**config.mk**
```make
export PLATFORM = sky130hd
export DESIGN_NAME = receiver_ctrl_top
export DESIGN_NICKNAME = d
export VERILOG_FILES = /design/src/regbus_pkg.sv /design/src/rx_regs_pkg.sv /design/src/axi_lite_slave.sv /design/src/regbus_arbiter.sv /design/src/receiver_regmap.sv /design/src/detector_regmap.sv /design/src/receiver_ctrl_top.sv
export SDC_FILE = /design/constraint.sdc
export NUM_CORES = 1
export LEC_CHECK = 0
export ABC_CLOCK_PERIOD_IN_PS = 15700
export BUFFER_PORTS_ARGS = -buffer_cell sky130_fd_sc_hd__buf_2
export CAP_MARGIN = 20
export CORE_MARGIN = 3
export CORE_UTILIZATION = 45
export CTS_CLUSTER_SIZE = 8
export DETAILED_ROUTE_END_ITERATION = 8
export PLACE_DENSITY_LB_ADDON = 0.1
export SLEW_MARGIN = 20
export SYNTH_ARGS = -nofsm -noshare
export SYNTH_HDL_FRONTEND = slang
export SYNTH_SLANG_ARGS = --single-unit
```
**constraint.sdc**
```tcl
create_clock -name clk_i -period 15.7 [get_ports clk_i]
set_clock_uncertainty 0.2 [all_clocks]
set_input_delay 3.14 -clock clk_i [delete_from_list [all_inputs] [get_ports clk_i]]
set_output_delay 3.14 -clock clk_i [all_outputs]
set_load 0.05 [all_outputs]
```
**src/regbus_pkg.sv**
```systemverilog
`default_nettype none

// transport types shared by the AXI-lite port and the internal register bus
package regbus_pkg;

    // AXI byte address, 2 KiB window
    localparam int ADDR_W = 11;
    // register word index is the byte address without bits 1:0
    localparam int WORD_IDX_W = ADDR_W - 2;

    typedef logic [31:0] data_t;
    typedef logic [3:0] strb_t;
    typedef logic [1:0] resp_t;

    // only OKAY is ever returned
    localparam resp_t RESP_OKAY = 2'b00;

    // request on the register bus
    // valid is a single-cycle strobe on the shared bus, held level on the slave side
    typedef struct packed {
        logic                  valid;
        logic                  we;
        logic [WORD_IDX_W-1:0] word_idx;
        data_t                 wdata;
        strb_t                 wstrb;
    } regbus_req_t;

    // response from one register block
    // rdata is zero unless the block answers a read
    typedef struct packed {
        logic  ack;
        data_t rdata;
    } regbus_rsp_t;

endpackage

`default_nettype wire

```
**src/rx_regs_pkg.sv**
```systemverilog
`default_nettype none

// register map of the receiver status and detector configuration blocks
package rx_regs_pkg;

    // word index bit that picks the block, 0 receiver and 1 detector
    localparam int BLOCK_SEL_BIT = 8;

    // word index inside one block
    typedef logic [BLOCK_SEL_BIT-1:0] reg_idx_t;

    // receiver status block
    localparam reg_idx_t REG_VERSION  = 8'd0;
    localparam reg_idx_t REG_ID       = 8'd1;
    localparam reg_idx_t REG_RESERVED = 8'd2;
    localparam reg_idx_t REG_MAGIC    = 8'd3;
    localparam reg_idx_t REG_FILL     = 8'd4;
    localparam reg_idx_t REG_FS_STATE = 8'd5;

    // detector configuration block
    localparam reg_idx_t REG_DET_THRESHOLD = 8'd0;
    localparam reg_idx_t REG_DET_CTRL      = 8'd1;
    localparam reg_idx_t REG_DET_PEAKS     = 8'd2;

    localparam regbus_pkg::data_t PCORE_VERSION = 32'h0004_0069;
    // ascii "PSSD"
    localparam regbus_pkg::data_t MAGIC_PSSD    = 32'h5053_5344;
    localparam regbus_pkg::data_t FILL_WORD     = 32'h6969_6969;

    // detector settings, control word bit 0 is enable and bits 2:1 the nid2 mode
    typedef struct packed {
        logic [31:0] threshold;
        logic        enable;
        logic [1:0]  nid2_mode;
    } det_cfg_t;

    localparam det_cfg_t DET_CFG_RESET = '{threshold: 32'h0000_0400, enable: 1'b0,
                                           nid2_mode: 2'd0};

endpackage

`default_nettype wire

```
**src/axi_lite_slave.sv**
```systemverilog
`timescale 1ns/10ps
`default_nettype none

module axi_lite_slave (
    input  wire logic                            clk_i,
    input  wire logic                            reset_ni,

    // write address channel
    input  wire logic [regbus_pkg::ADDR_W-1:0]   awaddr_i,
    input  wire logic                            awvalid_i,
    output logic                                 awready_o,

    // write data channel
    input  wire regbus_pkg::data_t               wdata_i,
    input  wire regbus_pkg::strb_t               wstrb_i,
    input  wire logic                            wvalid_i,
    output logic                                 wready_o,

    // write response channel
    output regbus_pkg::resp_t                    bresp_o,
    output logic                                 bvalid_o,
    input  wire logic                            bready_i,

    // read address channel
    input  wire logic [regbus_pkg::ADDR_W-1:0]   araddr_i,
    input  wire logic                            arvalid_i,
    output logic                                 arready_o,

    // read data channel
    output regbus_pkg::data_t                    rdata_o,
    output regbus_pkg::resp_t                    rresp_o,
    output logic                                 rvalid_o,
    input  wire logic                            rready_i,

    // towards the bus arbiter
    output regbus_pkg::regbus_req_t              wr_req_o,
    output regbus_pkg::regbus_req_t              rd_req_o,
    input  wire logic                            wr_ack_i,
    input  wire logic                            rd_ack_i,
    input  wire regbus_pkg::data_t               rd_data_i
);

    // per-channel FSM waits for AXI, then for the ack, then holds the response
    typedef enum logic [1:0] {
        CH_IDLE,
        CH_BUSY,
        CH_RESP
    } ch_state_e;

    ch_state_e wr_state;
    ch_state_e rd_state;

    // latched transaction payload
    logic [regbus_pkg::WORD_IDX_W-1:0] wr_idx_q;
    logic [regbus_pkg::WORD_IDX_W-1:0] rd_idx_q;
    regbus_pkg::data_t                 wr_data_q;
    regbus_pkg::strb_t                 wr_strb_q;

    // both readies move together since address and data are taken in one cycle
    assign awready_o = (wr_state == CH_IDLE) && awvalid_i && wvalid_i;
    assign wready_o  = awready_o;
    assign arready_o = (rd_state == CH_IDLE) && arvalid_i;

    assign bvalid_o = (wr_state == CH_RESP);
    assign rvalid_o = (rd_state == CH_RESP);
    assign bresp_o  = regbus_pkg::RESP_OKAY;
    assign rresp_o  = regbus_pkg::RESP_OKAY;

    // write channel
    always_ff @(posedge clk_i) begin
        if (!reset_ni) begin
            wr_state <= CH_IDLE;
        end else begin
            case (wr_state)
                CH_IDLE: if (awready_o) wr_state <= CH_BUSY;
                CH_BUSY: if (wr_ack_i) wr_state <= CH_RESP;
                CH_RESP: if (bready_i) wr_state <= CH_IDLE;
                default: wr_state <= CH_IDLE;
            endcase
        end
    end

    // byte address dropped to a word index
    always_ff @(posedge clk_i) begin
        if (awready_o) begin
            wr_idx_q  <= awaddr_i[regbus_pkg::ADDR_W-1:2];
            wr_data_q <= wdata_i;
            wr_strb_q <= wstrb_i;
        end
    end

    // read channel
    always_ff @(posedge clk_i) begin
        if (!reset_ni) begin
            rd_state <= CH_IDLE;
        end else begin
            case (rd_state)
                CH_IDLE: if (arready_o) rd_state <= CH_BUSY;
                CH_BUSY: if (rd_ack_i) rd_state <= CH_RESP;
                CH_RESP: if (rready_i) rd_state <= CH_IDLE;
                default: rd_state <= CH_IDLE;
            endcase
        end
    end

    always_ff @(posedge clk_i) begin
        if (arready_o) begin
            rd_idx_q <= araddr_i[regbus_pkg::ADDR_W-1:2];
        end
        // read data arrives together with the ack and is held until rready
        if (rd_ack_i) begin
            rdata_o <= rd_data_i;
        end
    end

    // requests stay high while the channel waits for its ack
    always_comb begin
        wr_req_o.valid    = (wr_state == CH_BUSY);
        wr_req_o.we       = 1'b1;
        wr_req_o.word_idx = wr_idx_q;
        wr_req_o.wdata    = wr_data_q;
        wr_req_o.wstrb    = wr_strb_q;

        rd_req_o.valid    = (rd_state == CH_BUSY);
        rd_req_o.we       = 1'b0;
        rd_req_o.word_idx = rd_idx_q;
        rd_req_o.wdata    = '0;
        rd_req_o.wstrb    = '0;
    end

    // the arbiter acks a write only while that write is waiting
    a_wr_ack_busy : assert property (@(posedge clk_i) disable iff (!reset_ni)
        wr_ack_i |-> wr_state == CH_BUSY);
    // a read response under back-pressure is neither dropped nor changed
    a_rvalid_hold : assert property (@(posedge clk_i) disable iff (!reset_ni)
        rvalid_o && !rready_i |=> rvalid_o && $stable(rdata_o));

endmodule

`default_nettype wire

```
**src/regbus_arbiter.sv**
```systemverilog
`timescale 1ns/10ps
`default_nettype none

module regbus_arbiter (
    input  wire logic                    clk_i,
    input  wire logic                    reset_ni,

    input  wire regbus_pkg::regbus_req_t wr_req_i,
    input  wire regbus_pkg::regbus_req_t rd_req_i,
    output logic                         wr_ack_o,
    output logic                         rd_ack_o,
    output regbus_pkg::data_t            rd_data_o,

    output regbus_pkg::regbus_req_t      bus_req_o,
    input  wire regbus_pkg::regbus_rsp_t rcv_rsp_i,
    input  wire regbus_pkg::regbus_rsp_t det_rsp_i
);

    // busy from grant until ack
    logic busy_q;
    // side that got the bus last
    logic last_wr_q;

    logic bus_ack;
    logic wr_pend;
    logic rd_pend;
    logic can_grant;
    logic pick_wr;
    logic pick_rd;

    // an idle block drives zero and OR merges both
    assign bus_ack   = rcv_rsp_i.ack | det_rsp_i.ack;
    assign rd_data_o = rcv_rsp_i.rdata | det_rsp_i.rdata;

    // ack goes back to the side that holds the current grant
    assign wr_ack_o = busy_q && bus_ack && last_wr_q;
    assign rd_ack_o = busy_q && bus_ack && !last_wr_q;

    // mask the side being acked since its valid is still high this cycle
    assign wr_pend = wr_req_i.valid && !wr_ack_o;
    assign rd_pend = rd_req_i.valid && !rd_ack_o;

    // a new grant may go out in the same cycle the previous ack returns
    assign can_grant = !busy_q || bus_ack;
    // on a tie the side not served last wins
    assign pick_wr   = can_grant && wr_pend && (!rd_pend || !last_wr_q);
    assign pick_rd   = can_grant && rd_pend && !pick_wr;

    always_ff @(posedge clk_i) begin
        if (!reset_ni) begin
            busy_q          <= 1'b0;
            last_wr_q       <= 1'b0;
            bus_req_o.valid <= 1'b0;
        end else begin
            // single-cycle strobe per grant
            bus_req_o.valid <= pick_wr || pick_rd;
            if (pick_wr || pick_rd) begin
                busy_q    <= 1'b1;
                last_wr_q <= pick_wr;
                bus_req_o.we       <= pick_wr ? wr_req_i.we : rd_req_i.we;
                bus_req_o.word_idx <= pick_wr ? wr_req_i.word_idx : rd_req_i.word_idx;
                bus_req_o.wdata    <= pick_wr ? wr_req_i.wdata : rd_req_i.wdata;
                bus_req_o.wstrb    <= pick_wr ? wr_req_i.wstrb : rd_req_i.wstrb;
            end else if (bus_ack) begin
                busy_q <= 1'b0;
            end
        end
    end

    // block decode lets at most one block answer a request
    a_one_block_ack : assert property (@(posedge clk_i) disable iff (!reset_ni)
        $onehot0({rcv_rsp_i.ack, det_rsp_i.ack}));
    // every grant is acked on the next cycle
    a_ack_after_grant : assert property (@(posedge clk_i) disable iff (!reset_ni)
        bus_req_o.valid |=> bus_ack);

endmodule

`default_nettype wire

```
**src/receiver_regmap.sv**
```systemverilog
`timescale 1ns/10ps
`default_nettype none

module receiver_regmap #(
    parameter int unsigned ID = 0
) (
    input  wire logic                    clk_i,
    input  wire logic                    reset_ni,

    input  wire regbus_pkg::regbus_req_t bus_req_i,
    output regbus_pkg::regbus_rsp_t      bus_rsp_o,

    input  wire logic [1:0]              fs_state_i
);

    logic                 sel;
    rx_regs_pkg::reg_idx_t idx;
    regbus_pkg::data_t    rd_word;

    // block 0 only
    assign sel = bus_req_i.valid && !bus_req_i.word_idx[rx_regs_pkg::BLOCK_SEL_BIT];
    assign idx = bus_req_i.word_idx[rx_regs_pkg::BLOCK_SEL_BIT-1:0];

    // read mux, everything is constant except the frame-sync state
    always_comb begin
        case (idx)
            rx_regs_pkg::REG_VERSION:  rd_word = rx_regs_pkg::PCORE_VERSION;
            rx_regs_pkg::REG_ID:       rd_word = regbus_pkg::data_t'(ID);
            rx_regs_pkg::REG_RESERVED: rd_word = '0;
            rx_regs_pkg::REG_MAGIC:    rd_word = rx_regs_pkg::MAGIC_PSSD;
            rx_regs_pkg::REG_FILL:     rd_word = rx_regs_pkg::FILL_WORD;
            rx_regs_pkg::REG_FS_STATE: rd_word = regbus_pkg::data_t'(fs_state_i);
            default:                   rd_word = '0;
        endcase
    end

    // writes get their ack but touch nothing
    always_ff @(posedge clk_i) begin
        if (!reset_ni) begin
            bus_rsp_o.ack <= 1'b0;
        end else begin
            bus_rsp_o.ack <= sel;
        end
    end

    // zero when not answering a read, the arbiter ORs both blocks
    always_ff @(posedge clk_i) begin
        bus_rsp_o.rdata <= (sel && !bus_req_i.we) ? rd_word : '0;
    end

endmodule

`default_nettype wire

```
**src/detector_regmap.sv**
```systemverilog
`timescale 1ns/10ps
`default_nettype none

module detector_regmap (
    input  wire logic                    clk_i,
    input  wire logic                    reset_ni,

    input  wire regbus_pkg::regbus_req_t bus_req_i,
    output regbus_pkg::regbus_rsp_t      bus_rsp_o,

    input  wire regbus_pkg::data_t       peak_count_i,
    output rx_regs_pkg::det_cfg_t        det_cfg_o
);

    logic                  sel;
    logic                  wr_en;
    rx_regs_pkg::reg_idx_t idx;
    regbus_pkg::data_t     rd_word;

    // block 1 only
    assign sel   = bus_req_i.valid && bus_req_i.word_idx[rx_regs_pkg::BLOCK_SEL_BIT];
    assign wr_en = sel && bus_req_i.we;
    assign idx   = bus_req_i.word_idx[rx_regs_pkg::BLOCK_SEL_BIT-1:0];

    // control word packs enable in bit 0 and mode in bits 2:1, rest reads zero
    always_comb begin
        case (idx)
            rx_regs_pkg::REG_DET_THRESHOLD: rd_word = det_cfg_o.threshold;
            rx_regs_pkg::REG_DET_CTRL:
                rd_word = {29'd0, det_cfg_o.nid2_mode, det_cfg_o.enable};
            rx_regs_pkg::REG_DET_PEAKS:     rd_word = peak_count_i;
            default:                        rd_word = '0;
        endcase
    end

    // configuration registers, each byte lane under its strobe
    always_ff @(posedge clk_i) begin
        if (!reset_ni) begin
            det_cfg_o <= rx_regs_pkg::DET_CFG_RESET;
        end else if (wr_en) begin
            if (idx == rx_regs_pkg::REG_DET_THRESHOLD) begin
                for (int b = 0; b < 4; b++) begin
                    if (bus_req_i.wstrb[b]) begin
                        det_cfg_o.threshold[8*b +: 8] <= bus_req_i.wdata[8*b +: 8];
                    end
                end
            end
            // only byte 0 of the control word carries bits
            if (idx == rx_regs_pkg::REG_DET_CTRL && bus_req_i.wstrb[0]) begin
                det_cfg_o.enable    <= bus_req_i.wdata[0];
                det_cfg_o.nid2_mode <= bus_req_i.wdata[2:1];
            end
        end
    end

    always_ff @(posedge clk_i) begin
        if (!reset_ni) begin
            bus_rsp_o.ack <= 1'b0;
        end else begin
            bus_rsp_o.ack <= sel;
        end
    end

    // zero unless answering a read
    always_ff @(posedge clk_i) begin
        bus_rsp_o.rdata <= (sel && !bus_req_i.we) ? rd_word : '0;
    end

endmodule

`default_nettype wire

```
**src/receiver_ctrl_top.sv**
```systemverilog
`timescale 1ns/10ps
`default_nettype none

module receiver_ctrl_top #(
    parameter int unsigned ID = 0
) (
    input  wire logic                          clk_i,
    input  wire logic                          reset_ni,

    // AXI-lite slave port
    input  wire logic [regbus_pkg::ADDR_W-1:0] awaddr_i,
    input  wire logic                          awvalid_i,
    output logic                               awready_o,
    input  wire regbus_pkg::data_t             wdata_i,
    input  wire regbus_pkg::strb_t             wstrb_i,
    input  wire logic                          wvalid_i,
    output logic                               wready_o,
    output regbus_pkg::resp_t                  bresp_o,
    output logic                               bvalid_o,
    input  wire logic                          bready_i,
    input  wire logic [regbus_pkg::ADDR_W-1:0] araddr_i,
    input  wire logic                          arvalid_i,
    output logic                               arready_o,
    output regbus_pkg::data_t                  rdata_o,
    output regbus_pkg::resp_t                  rresp_o,
    output logic                               rvalid_o,
    input  wire logic                          rready_i,

    // datapath side
    input  wire logic [1:0]                    fs_state_i,
    input  wire regbus_pkg::data_t             peak_count_i,
    output rx_regs_pkg::det_cfg_t              det_cfg_o
);

    regbus_pkg::regbus_req_t wr_req;
    regbus_pkg::regbus_req_t rd_req;
    regbus_pkg::regbus_req_t bus_req;
    regbus_pkg::regbus_rsp_t rcv_rsp;
    regbus_pkg::regbus_rsp_t det_rsp;
    logic                    wr_ack;
    logic                    rd_ack;
    regbus_pkg::data_t       rd_data;

    axi_lite_slave u_axi (
        .clk_i, .reset_ni,
        .awaddr_i, .awvalid_i, .awready_o,
        .wdata_i, .wstrb_i, .wvalid_i, .wready_o,
        .bresp_o, .bvalid_o, .bready_i,
        .araddr_i, .arvalid_i, .arready_o,
        .rdata_o, .rresp_o, .rvalid_o, .rready_i,
        .wr_req_o (wr_req),
        .rd_req_o (rd_req),
        .wr_ack_i (wr_ack),
        .rd_ack_i (rd_ack),
        .rd_data_i(rd_data)
    );

    // write and read paths share one register bus
    regbus_arbiter u_arb (
        .clk_i, .reset_ni,
        .wr_req_i (wr_req),
        .rd_req_i (rd_req),
        .wr_ack_o (wr_ack),
        .rd_ack_o (rd_ack),
        .rd_data_o(rd_data),
        .bus_req_o(bus_req),
        .rcv_rsp_i(rcv_rsp),
        .det_rsp_i(det_rsp)
    );

    receiver_regmap #(.ID(ID)) u_rcv (
        .clk_i, .reset_ni,
        .bus_req_i (bus_req),
        .bus_rsp_o (rcv_rsp),
        .fs_state_i
    );

    detector_regmap u_det (
        .clk_i, .reset_ni,
        .bus_req_i (bus_req),
        .bus_rsp_o (det_rsp),
        .peak_count_i,
        .det_cfg_o
    );

endmodule

`default_nettype wire

```
# Yosys cells after proc, flatten, opt, wreduce, memory -nomap -nowiden
# Index checks and enable logic that the tools add are counted.
# totals
output_inout_bits,76
elab_cells,96
register_bits,240
# op_classes
mux,14
eq_ne,15
reduce_logical,41
n_bitwise,2
# op_table
cell,n
$pmux 31 s4,1
$pmux 32 s3,1
$or 32x32->32,1
$logic_and 1x1->1,18
$reduce_and 3->1,6
$eq 8x2->1 const B,2
$eq 8x3->1 const B,2
$mux 2,6
$pmux 2 s3,2
$mux 9,1
$eq 8x1->1 const B,1
$logic_not 1->1,8
$logic_not 8->1,1
$ne 2x2->1 const B,4
$eq 2x1->1 const B,2
$eq 2x2->1 const B,2
$logic_not 2->1,2
$ne 2x1->1 const B,2
$reduce_and 2->1,2
$logic_or 1x1->1,3
$mux 1,3
$reduce_bool 2->1,1
$or 1x1->1,1

# Longest topological paths before layout
# Gate-level depths: netlist of the first run.
# depth
ltp_word,12
ltp_mapped,5
ltp_nobuf,3

# Modules after synthesis
# A second synthesis of the first run with hierarchy kept.
# hier_totals
hier_cells,625
hier_area_um2,8623.3
# by_module_without_submodules
module,area_per_inst_um2,seq_area_each_um2,cells_each,instances
axi_lite_slave,3119.2,2662.6,154,1
detector_regmap,2660.1,1361.3,270,1
regbus_arbiter,2327.2,1441.4,149,1
receiver_regmap,516.7,180.2,52,1

# Least setup slack after synthesis of the first run
# No wires, ideal clock.
# synth_timing
path_type,input to output
start,input port wvalid_i
end,output port wready_o
arrival_ns,7.960
stages,3
setup_slack_ns,4.400
path_cell_list,nand2_1 > nor3_1 > buf_4
# synth_via
elab_chain_len,1
# synth_lines
item,line,source
start: declaration,receiver_ctrl_top.sv:16,"input wire logic wvalid_i,"
$logic_and 1x1->1,axi_lite_slave.sv:60,assign awready_o = (wr_state == CH_IDLE) && awvalid_i && wvalid_i;
end: declaration,receiver_ctrl_top.sv:17,"output logic wready_o,"
# No other way between the ends.

# Worst setup path after layout of the first run
# layout_timing
start,input port wvalid_i
end,output port awready_o
# layout_via
elab_chain_len,1
# layout_lines
item,line,source
$logic_and 1x1->1,axi_lite_slave.sv:60,
end: declaration,receiver_ctrl_top.sv:13,"output logic awready_o,"
# No other way between the ends.

==> qor.txt, run 1 <==
Syn avg cell area: 13.9 µm²
Via density: 4.73
Mapped Cells: 567
Unrepaired setup endpoints after global routing: false
Post-synth cell types: 41
Initial core utilization: 0.469
Final slew viol count: 0
R2R depth: 3
Reg area: 5650 µm²
TritonCTS Buffers: 30
Fin nets: 842
Max Cap Violations: 0
Required time of the critical path: 12.36 ns
Hold path start: u_det.bus_rsp_o[4]$_SDFF_PN0_
Die height: 139 µm
Yosys warning total: 0
Top-area cell type share of the netlist area: 0.501
Total Neg Setup Slack: 0 ns
Sequential-to-total area share from yosys stat: 0.714
CTS tree: yes
Pwr/cell area: 128 nW/µm²
Final ANT Viol Nets: 0
CP endpoint kind: primary output
Synth Register Bits: 216
Post-synth ARST share: 0
CTS Hold Bufs: 0
First-pass iteration count of the detailed router: 4
Chip Width: 139 µm
Mapped Area: 7910 µm²
Area grow syn2layout: 24.4%
Initial antenna violation count: 0
Wire length per cell: 16.1 µm
Register-to-Register Setup Slack: 13.09 ns
Crit share post-route: 0.487
First-pass GRT wire length: 25600 µm
Root buffer cell: clkbuf_16
WL final: 15900 µm
Setup Buffers After CTS: 0
Arrival time at the worst endpoint: 4.30 ns
Final hold viol count: 0
DR DRC count: 0
R2r endpoint: u_det.bus_rsp_o[6]$_SDFF_PN0_
Final instance area: 9840 µm²
Max IR drop VDD: 0.104 mV
Setup CP Type: in2out
Core Footprint: 16900 µm²
Design Power: 1260 µW
Hold EP: u_axi.rdata_o[4]$_DFFE_PP_
CTS H-tree depth: 1
Worst Hold Depth: 0
Post-CTS resize count: 0
Worst r2r src: u_arb.bus_req_o[40]$_DFFE_PP_
Critical Path Fanout Max: 47
Slew @ Worst Pin: 0.909 ns
# IOs: 175
Die footprint: 19200 µm²
Share of post-route cells with drive strength above 1: 0.315
Largest net degree at the start of global routing: 78
Worst Hold Class: reg2reg
Top cells by area, synth: edfxtp_1 (50%), dfxtp_1 (21%), mux2i_1 (8.5%)
Worst skew pair latency: 0.52 ns
Cell taking the most area after synthesis: edfxtp_1
Grt ovf: 0
Num rows: 47
Main flop type after synthesis: edfxtp_1
Setup crit start kind: input port
Area of the multi-input gates: 2140 µm²
Total number of vias: 4661
Most frequent cells in the layout: buf_2 (166), edfxtp_1 (132), dfxtp_1 (84)
PortBufs: 166
Post-DP Area: 8970 µm²
Worst slew margin relative to its limit: 0.388
Post-layout min period: 7.64 ns
Final hold slack: 0.201 ns
EDFF count, synth: 132
Status: finished, final reports clean
Clock-pin slew on the worst setup and hold paths: 0.05 ns
Filler cell count: 1428
Vias in the first global route: 4687
GP Congestion: 0.762
Leakage power: 0.00403 µW
Total GRT Usage: 0.164
# setup viols final: 0
Max clock buf depth: 3
DR iter-0 viols: 286
Dpl hpwl: 11200 µm
Achievable Freq: 131 MHz
CTS Sinks: 216
Most common cell after layout, fill and taps aside: buf_2
==> critical path: stages <==
cell	delay [ns]
buf_2	0.09
nand2_1	0.06
nor3_2	0.10
buf_4	0.50
buf_2	0.37
==> report_power, final <==
part	switching, µW	leakage [µW]	internal [µW]
registers	6.21	0.00200	619
clock network	216	0.000408	363
logic	32.7	0.00162	22.2
total	254	0.00403	1000
==> flip-flops by register name (all words and copies together), names as in the netlist <==
name	cells
u_arb.bus_req_o	47
u_det.det_cfg_o	35
u_det.bus_rsp_o	33
u_axi.rdata_o	32
u_axi.wr_data_q	32
u_axi.rd_idx_q	9
u_axi.wr_idx_q	9
u_rcv.bus_rsp_o	9
u_axi.wr_strb_q	4
u_axi.rd_state	2
u_axi.wr_state	2
u_arb.busy_q	1
u_arb.last_wr_q	1
==> cell families after synthesis <==
| kind of cell | count (synthesis) | synth area share |
|---|---|---|
| buf+inv | 36 | 0.0204 |
| simple gates | 218 | 0.151 |
| flops | 216 | 0.714 |
| other cells | 1 | 0.000474 |
| compound gates | 20 | 0.0166 |
| mux | 76 | 0.0976 |
==> Yosys cell counts (2+ instances only) <==
cell,instances
a21oi_1,9
buf_1,2
buf_4,5
clkbuf_1,22
dfxtp_1,84
edfxtp_1,132
inv_1,2
inv_2,4
mux2_1,9
mux2i_1,67
nand2_1,75
nand2b_1,3
nand3b_1,4
nand4b_1,2
nor2_1,24
nor2b_1,44
nor3_1,17
nor3b_1,4
nor4_1,2
nor4_4,4
o21a_1,4
o21ai_1,2
or2_1,3
or2_2,25
or3_1,2
==> metal layers <==
layer  global-route usage  share of wire  up-vias
li1                     -              -     2343
met1                0.240           0.47     2149
met2                0.249           0.44      144
met3               0.0403          0.065       25
met4               0.0411          0.019        0
met5                    0              0        -
==> through the flow <==
stage,worst slack (ns),std cells,utilization
2_1_floorplan,4.40,570,-
3_3_place_gp,8.06,930,0.530
3_5_place_dp,8.03,931,0.531
4_1_cts,8.03,984,0.582
5_1_grt,7.94,984,0.583
6_report,8.06,985,0.583
==> final cells by class <==
| class | instances | area share |
|---|---|---|
| antenna | 1 | 0.000254 |
| clock buffer | 53 | 0.0873 |
| sequential | 216 | 0.574 |
| tap | 220 | 0.0280 |
| inverter | 6 | 0.00229 |
| timing repair buffer | 171 | 0.0903 |
| multi-input combinational | 318 | 0.218 |
==> worst max path at each step <==
stage              from  cells after the start        end  slack [ns]
6_report       wvalid_i                      5  awready_o        8.06
5_1_grt        wvalid_i                      5  awready_o        7.94
4_1_cts        wvalid_i                      5   wready_o        8.03
3_5_place_dp   wvalid_i                      5   wready_o        8.03
3_3_place_gp   wvalid_i                      5  awready_o        8.06
2_1_floorplan  wvalid_i                      3   wready_o        4.40
Note: power is estimated with default switching activity, not from simulation.
==> run 2: changes to the inputs <==
--- a/config.mk
+++ b/config.mk
@@ -5,7 +5,7 @@
 export SDC_FILE = /design/constraint.sdc
 export NUM_CORES = 1
 export LEC_CHECK = 0
-export ABC_CLOCK_PERIOD_IN_PS = 15700
+export ABC_CLOCK_PERIOD_IN_PS = 7450
 export BUFFER_PORTS_ARGS = -buffer_cell sky130_fd_sc_hd__buf_2
 export CAP_MARGIN = 20
 export CORE_MARGIN = 3
==> constraint.sdc (replaced) <==
create_clock -name clk_i -period 7.45 [get_ports clk_i]
set_clock_uncertainty 0.2 [all_clocks]
set_input_delay 1.49 -clock clk_i [delete_from_list [all_inputs] [get_ports clk_i]]
set_output_delay 1.49 -clock clk_i [all_outputs]
set_load 0.05 [all_outputs]
==> run 2 against run 1 <==
  * Non-clock buffer count unchanged
  * Register-to-register slack worse by 8.3 ns
  * Global-route usage up 0.062 points
  * Via count up 0.79%
  * Utilization up 0.089 points
  * Worst setup slack worse by 5.0 ns
  * First-iteration DRC count shrank 22%
  * Design area grew 0.15%
  * Cell count grew 0.20%
  * Clock-buffer cell count grew 3
  * Highest routed layer unchanged
==> qor.txt, run 2 (synthesis gave the netlist of run 1 again) <==
Status: finished, final reports clean
Fin nets: 842
Crit path buf inv count: 3
Clock-pin slew on the worst setup and hold paths: 0.05 ns
CTS H-tree depth: 1
Initial antenna violation count: 0
Crit. path cell count: 5
Metal2 WL: 7260 µm
CTS Hold Bufs: 0
Antenna cells: 0
Unrepaired setup endpoints after global routing: false
PortBufs: 166
Via density: 4.76
WL final: 16300 µm
Top Registers: u_arb.bus_req_o x47, u_det.det_cfg_o x35, u_det.bus_rsp_o x33
Arrival time at the worst endpoint: 2.68 ns
Share of post-route cells with drive strength above 1: 0.314
Max Cap Violations: 0
Wire length per cell: 16.5 µm
Pwr/cell area: 270 nW/µm²
Max clock buf depth: 3
Dpl hpwl: 11500 µm
# IOs: 175
Max reg flops: 47
Leakage power: 0.00403 µW
Max Used Layer: met4
DR iter-0 viols: 223
Core Footprint: 16900 µm²
Total Neg Setup Slack: 0 ns
Max IR drop VDD: 0.202 mV
CP endpoint kind: primary output
Top reg by flops: u_arb.bus_req_o
CTS Sinks: 216
Register-to-Register Setup Slack: 4.77 ns
CTS tree: yes
Met1 wire length: 7760 µm
Total GRT Usage: 0.165
Cell family with most CP delay: buffers and inverters
Most frequent cells in the layout: buf_2 (166), edfxtp_1 (132), dfxtp_1 (84)
Final ANT Viol Nets: 0
Met3 WL: 853 µm
Vias in the first global route: 4750
Worst skew pair latency: 0.53 ns
First-pass GRT wire length: 25700 µm
Slowest cell on crit path: buf_4
Die footprint: 19200 µm²
Num rows: 47
GP Congestion: 0.747
Total number of vias: 4698
Worst slew margin relative to its limit: 0.387
Setup crit start kind: input port
Initial core utilization: 0.469
First-pass iteration count of the detailed router: 4
Critical Path Fanout Max: 47
Post-layout min period: 4.37 ns
Root buffer cell: clkbuf_16
Critical path origin: wvalid_i
Largest net degree at the start of global routing: 78
Most common cell after layout, fill and taps aside: buf_2
CP dominant cell by count: buf_2
Worst Hold Class: reg2reg
Critical-path cell list: buf_2, nand2_1, nor3_4, buf_4, buf_2
Post-CTS resize count: 0
Achievable Freq: 229 MHz
Setup CP Type: in2out
Final slew viol count: 0
Slew @ Worst Pin: 0.911 ns
Crit path capture: awready_o
Required time of the critical path: 5.76 ns
Die height: 139 µm
R2r endpoint: u_det.bus_rsp_o[17]$_SDFF_PN0_
Worst r2r src: u_arb.bus_req_o[41]$_DFFE_PP_
Design Power: 2660 µW
DR DRC count: 0
Area grow syn2layout: 24.6%
Grt ovf: 0
TritonCTS Buffers: 30
R2R depth: 3
Setup Buffers After CTS: 0
Crit share post-route: 0.586
# setup viols final: 0
Crit path largest cell delay: 0.50 ns
Chip Width: 139 µm
Final hold viol count: 0
run 2: cell types whose count changed in the layout (fill, tap and decap cells not counted):
cell / previous run / this run
nor3_4: 0 / 1
nor3_2: 1 / 0
clkbuf_1: 22 / 25
diode_2: 1 / 0
run 2: final cells by class:
class,instances,area [µm²]
repair buffers,171,888
inverters,6,22.5
clock buffers,56,870
fillers,1401,7030
flip-flops and latches,216,5650
multi-input cells,318,2150
well taps,220,275
run 2: worst reg2reg max path, cell delays in order (launching register included):
cell and delay [ns]:
edfxtp_1 0.40, nor4_1 0.81, nand4b_1 0.85, nor2_1 0.33
run 2: report_power, final:
part           total [µW]  internal, µW  switching [µW]
Sequential           1320          1300            13.1
Clock                1230           770             458
Combinational         117          46.8            70.2
run 2: worst min-delay path by stage:
stage | startpoint | cells past startpoint | slack (ns) | to
after floorplan | u_det.bus_rsp_o[10]$_SDFF_PN0_ | 0 | 0.19 | u_axi.rdata_o[10]$_DFFE_PP_
after global placement | u_det.bus_rsp_o[25]$_SDFF_PN0_ | 0 | 0.19 | u_axi.rdata_o[25]$_DFFE_PP_
after detailed placement | u_det.bus_rsp_o[26]$_SDFF_PN0_ | 0 | 0.19 | u_axi.rdata_o[26]$_DFFE_PP_
after CTS | u_det.bus_rsp_o[4]$_SDFF_PN0_ | 0 | 0.20 | u_axi.rdata_o[4]$_DFFE_PP_
after global routing | u_det.bus_rsp_o[4]$_SDFF_PN0_ | 0 | 0.20 | u_axi.rdata_o[4]$_DFFE_PP_
final | u_det.bus_rsp_o[4]$_SDFF_PN0_ | 0 | 0.20 | u_axi.rdata_o[4]$_DFFE_PP_
run 2: through the flow:
| step | hold slack, ns | utilization | area, µm² | worst slack (ns) | std cells |
|---|---|---|---|---|---|
| final | 0.200 | 0.584 | 9850 | 3.08 | 987 |
| after global routing | 0.196 | 0.584 | 9850 | 3.00 | 987 |
| after CTS | 0.197 | 0.583 | 9840 | 3.04 | 987 |
| after detailed placement | 0.190 | 0.532 | 8970 | 3.05 | 931 |
| after global placement | 0.186 | 0.530 | 8950 | 3.09 | 930 |
| after floorplan | 0.186 | - | 7920 | 1.40 | 570 |
run 2: metal layers:
metal  GRT usage  vias to the layer above
li1            -                     2338
met1       0.240                     2187
met2       0.254                      142
met3      0.0338                       31
met4      0.0442                        0
met5           0                        -
==> run 3: changes to the inputs <==
--- a/config.mk
+++ b/config.mk
@@ -5,7 +5,7 @@
 export SDC_FILE = /design/constraint.sdc
 export NUM_CORES = 1
 export LEC_CHECK = 0
-export ABC_CLOCK_PERIOD_IN_PS = 7450
+export ABC_CLOCK_PERIOD_IN_PS = 3800
 export BUFFER_PORTS_ARGS = -buffer_cell sky130_fd_sc_hd__buf_2
 export CAP_MARGIN = 20
 export CORE_MARGIN = 3
==> constraint.sdc (replaced) <==
create_clock -name clk_i -period 3.8 [get_ports clk_i]
set_clock_uncertainty 0.2 [all_clocks]
set_input_delay 0.76 -clock clk_i [delete_from_list [all_inputs] [get_ports clk_i]]
set_output_delay 0.76 -clock clk_i [all_outputs]
set_load 0.05 [all_outputs]
==> run 3 against run 2 <==
  * Sequential power rose by 95%
  * Global-route usage rose by 0.28 points
  * Via count fell by 0.45%
  * Sequential share of layout area barely moved
  * Cell count fell by 0.10%
  * Worst setup slack got worse by 2.0 ns
  * Critical path depth fell by 3
  * Wire length fell by 0.90%
  * Utilization barely moved
  * Critical endpoint is now arready_o
  * Highest routed layer unchanged
==> qor.txt, run 3 (synthesis gave the netlist of run 1 again) <==
R2r endpoint: u_det.bus_rsp_o[17]$_SDFF_PN0_
Pwr/cell area: 528 nW/µm²
Status: finished, final reports clean
Die height: 139 µm
Slew @ Worst Pin: 0.900 ns
Crit share post-route: 0.718
Leakage power: 0.00404 µW
R2R depth: 3
Post-DP Area: 8990 µm²
Vias in the first global route: 4812
Initial antenna violation count: 0
Final ANT Viol Nets: 0
Die footprint: 19200 µm²
Final instance area: 9850 µm²
Slowest cell on crit path: nor3b_1
Wire length per cell: 16.4 µm
CTS Hold Bufs: 0
Cell family with most CP delay: simple AND/OR/NAND/NOR gates
Unrepaired setup endpoints after global routing: false
Arrival time at the worst endpoint: 1.77 ns
Placed cells: 933
Sequential Power Share: 0.496
Worst skew pair latency: 0.52 ns
DR DRC count: 0
CTS tree: yes
Net Switching: 1060 µW
Setup CP Type: reg2out
Filler cell count: 1384
Top Registers: u_arb.bus_req_o x47, u_det.det_cfg_o x35, u_det.bus_rsp_o x33
Worst Hold Class: reg2reg
Max Cap Violations: 0
Crit path largest cell delay: 0.51 ns
Fin nets: 844
TritonCTS Buffers: 30
DR iter-0 viols: 177
CTS H-tree depth: 1
Dpl hpwl: 11600 µm
Root buffer cell: clkbuf_16
# IOs: 175
Worst r2r src: u_arb.bus_req_o[41]$_DFFE_PP_
Max reg flops: 47
Initial core utilization: 0.469
Top reg by flops: u_arb.bus_req_o
Max IR drop VDD: 0.432 mV
Post-CTS resize count: 0
# setup viols final: 0
Register-to-Register Setup Slack: 1.28 ns
Non-Filler Instances: 986
Grt ovf: 0
First-pass GRT wire length: 26000 µm
Crit path buf inv count: 1
Final worst setup slack: 1.07 ns
Critical path origin: u_axi.rd_state[0]$_SDFFE_PN0P_
Worst slew margin relative to its limit: 0.399
Antenna cells: 0
Final hold viol count: 0
Setup crit start kind: register
Total number of vias: 4677
Hold path start: u_det.bus_rsp_o[10]$_SDFF_PN0_
Post-layout min period: 2.73 ns
Max clock buf depth: 3
PortBufs: 166
CP endpoint kind: primary output
Most frequent cells in the layout: buf_2 (166), edfxtp_1 (132), dfxtp_1 (84)
Switching Share: 0.203
Area grow syn2layout: 24.5%
Critical-path cell list: nor3b_1, buf_2
CTS Sinks: 216
Critical Path Fanout Max: 6
Design Power: 5200 µW
Total Neg Setup Slack: 0 ns
Clock-pin slew on the worst setup and hold paths: 0.05 ns
Comb pwr share: 0.044
Via density: 4.74
Chip Width: 139 µm
Core Footprint: 16900 µm²
WL final: 16100 µm
First-pass iteration count of the detailed router: 4
Crit. path cell count: 2
P_int: 4150 µW
Final slew viol count: 0
Total GRT Usage: 0.167
GP Congestion: 0.763
Most common cell after layout, fill and taps aside: buf_2
Largest net degree at the start of global routing: 50
Place WS: 1.10 ns
Required time of the critical path: 2.84 ns
Share of post-route cells with drive strength above 1: 0.317
Achievable Freq: 367 MHz
Worst Hold Depth: 0
Clock Power Share: 0.459
Num rows: 47
Crit path capture: arready_o
Setup Buffers After CTS: 0
-- run 3: changes by cell type in the layout (fill, tap and decap cells not counted), sizes merged --
cell / change
buf: +2
clkbuf: -3
-- run 3: worst min-delay path by stage --
stage                                          to  slack, ns
finish                u_axi.rdata_o[10]$_DFFE_PP_       0.20
global placement      u_axi.rdata_o[15]$_DFFE_PP_       0.19
floorplan             u_axi.rdata_o[10]$_DFFE_PP_       0.19
global route          u_axi.rd_idx_q[0]$_DFFE_PP_       0.19
detailed placement    u_axi.rdata_o[10]$_DFFE_PP_       0.19
CTS                 u_axi.wr_data_q[21]$_DFFE_PP_       0.19
-- run 3: metal layers --
| layer | vias to the layer above | part of all wire | global-route usage |
|---|---|---|---|
| met1 | 2136 | 0.47 | 0.243 |
| met2 | 162 | 0.44 | 0.255 |
| met4 | 0 | 0.023 | 0.0510 |
| met3 | 39 | 0.070 | 0.0355 |
| met5 | - | 0 | 0 |
| li1 | 2340 | - | - |
-- run 3: per-stage QoR --
stage / hold slack (ns) / utilization
2_1_floorplan: 0.186 / -
3_3_place_gp: 0.187 / 0.531
3_5_place_dp: 0.189 / 0.533
5_1_grt: 0.186 / 0.584
4_1_cts: 0.193 / 0.584
6_report: 0.199 / 0.584
-- run 3: final cells by class --
type	instances	area (µm²)	area share
repair buffers	173	903	0.0917
multi-input cells	318	2140	0.218
inverters	6	22.5	0.00229
well taps	220	275	0.0280
flip-flops and latches	216	5650	0.573
clock buffers	53	858	0.0872
-- run 3: power groups by stage --
stage	clock, µW	combinational [µW]	sequential (µW)
2_1_floorplan	0	144	2620
3_3_place_gp	0	226	2620
3_5_place_dp	0	234	2630
4_1_cts	2440	235	2580
5_1_grt	2560	256	2580
6_report	2390	230	2580
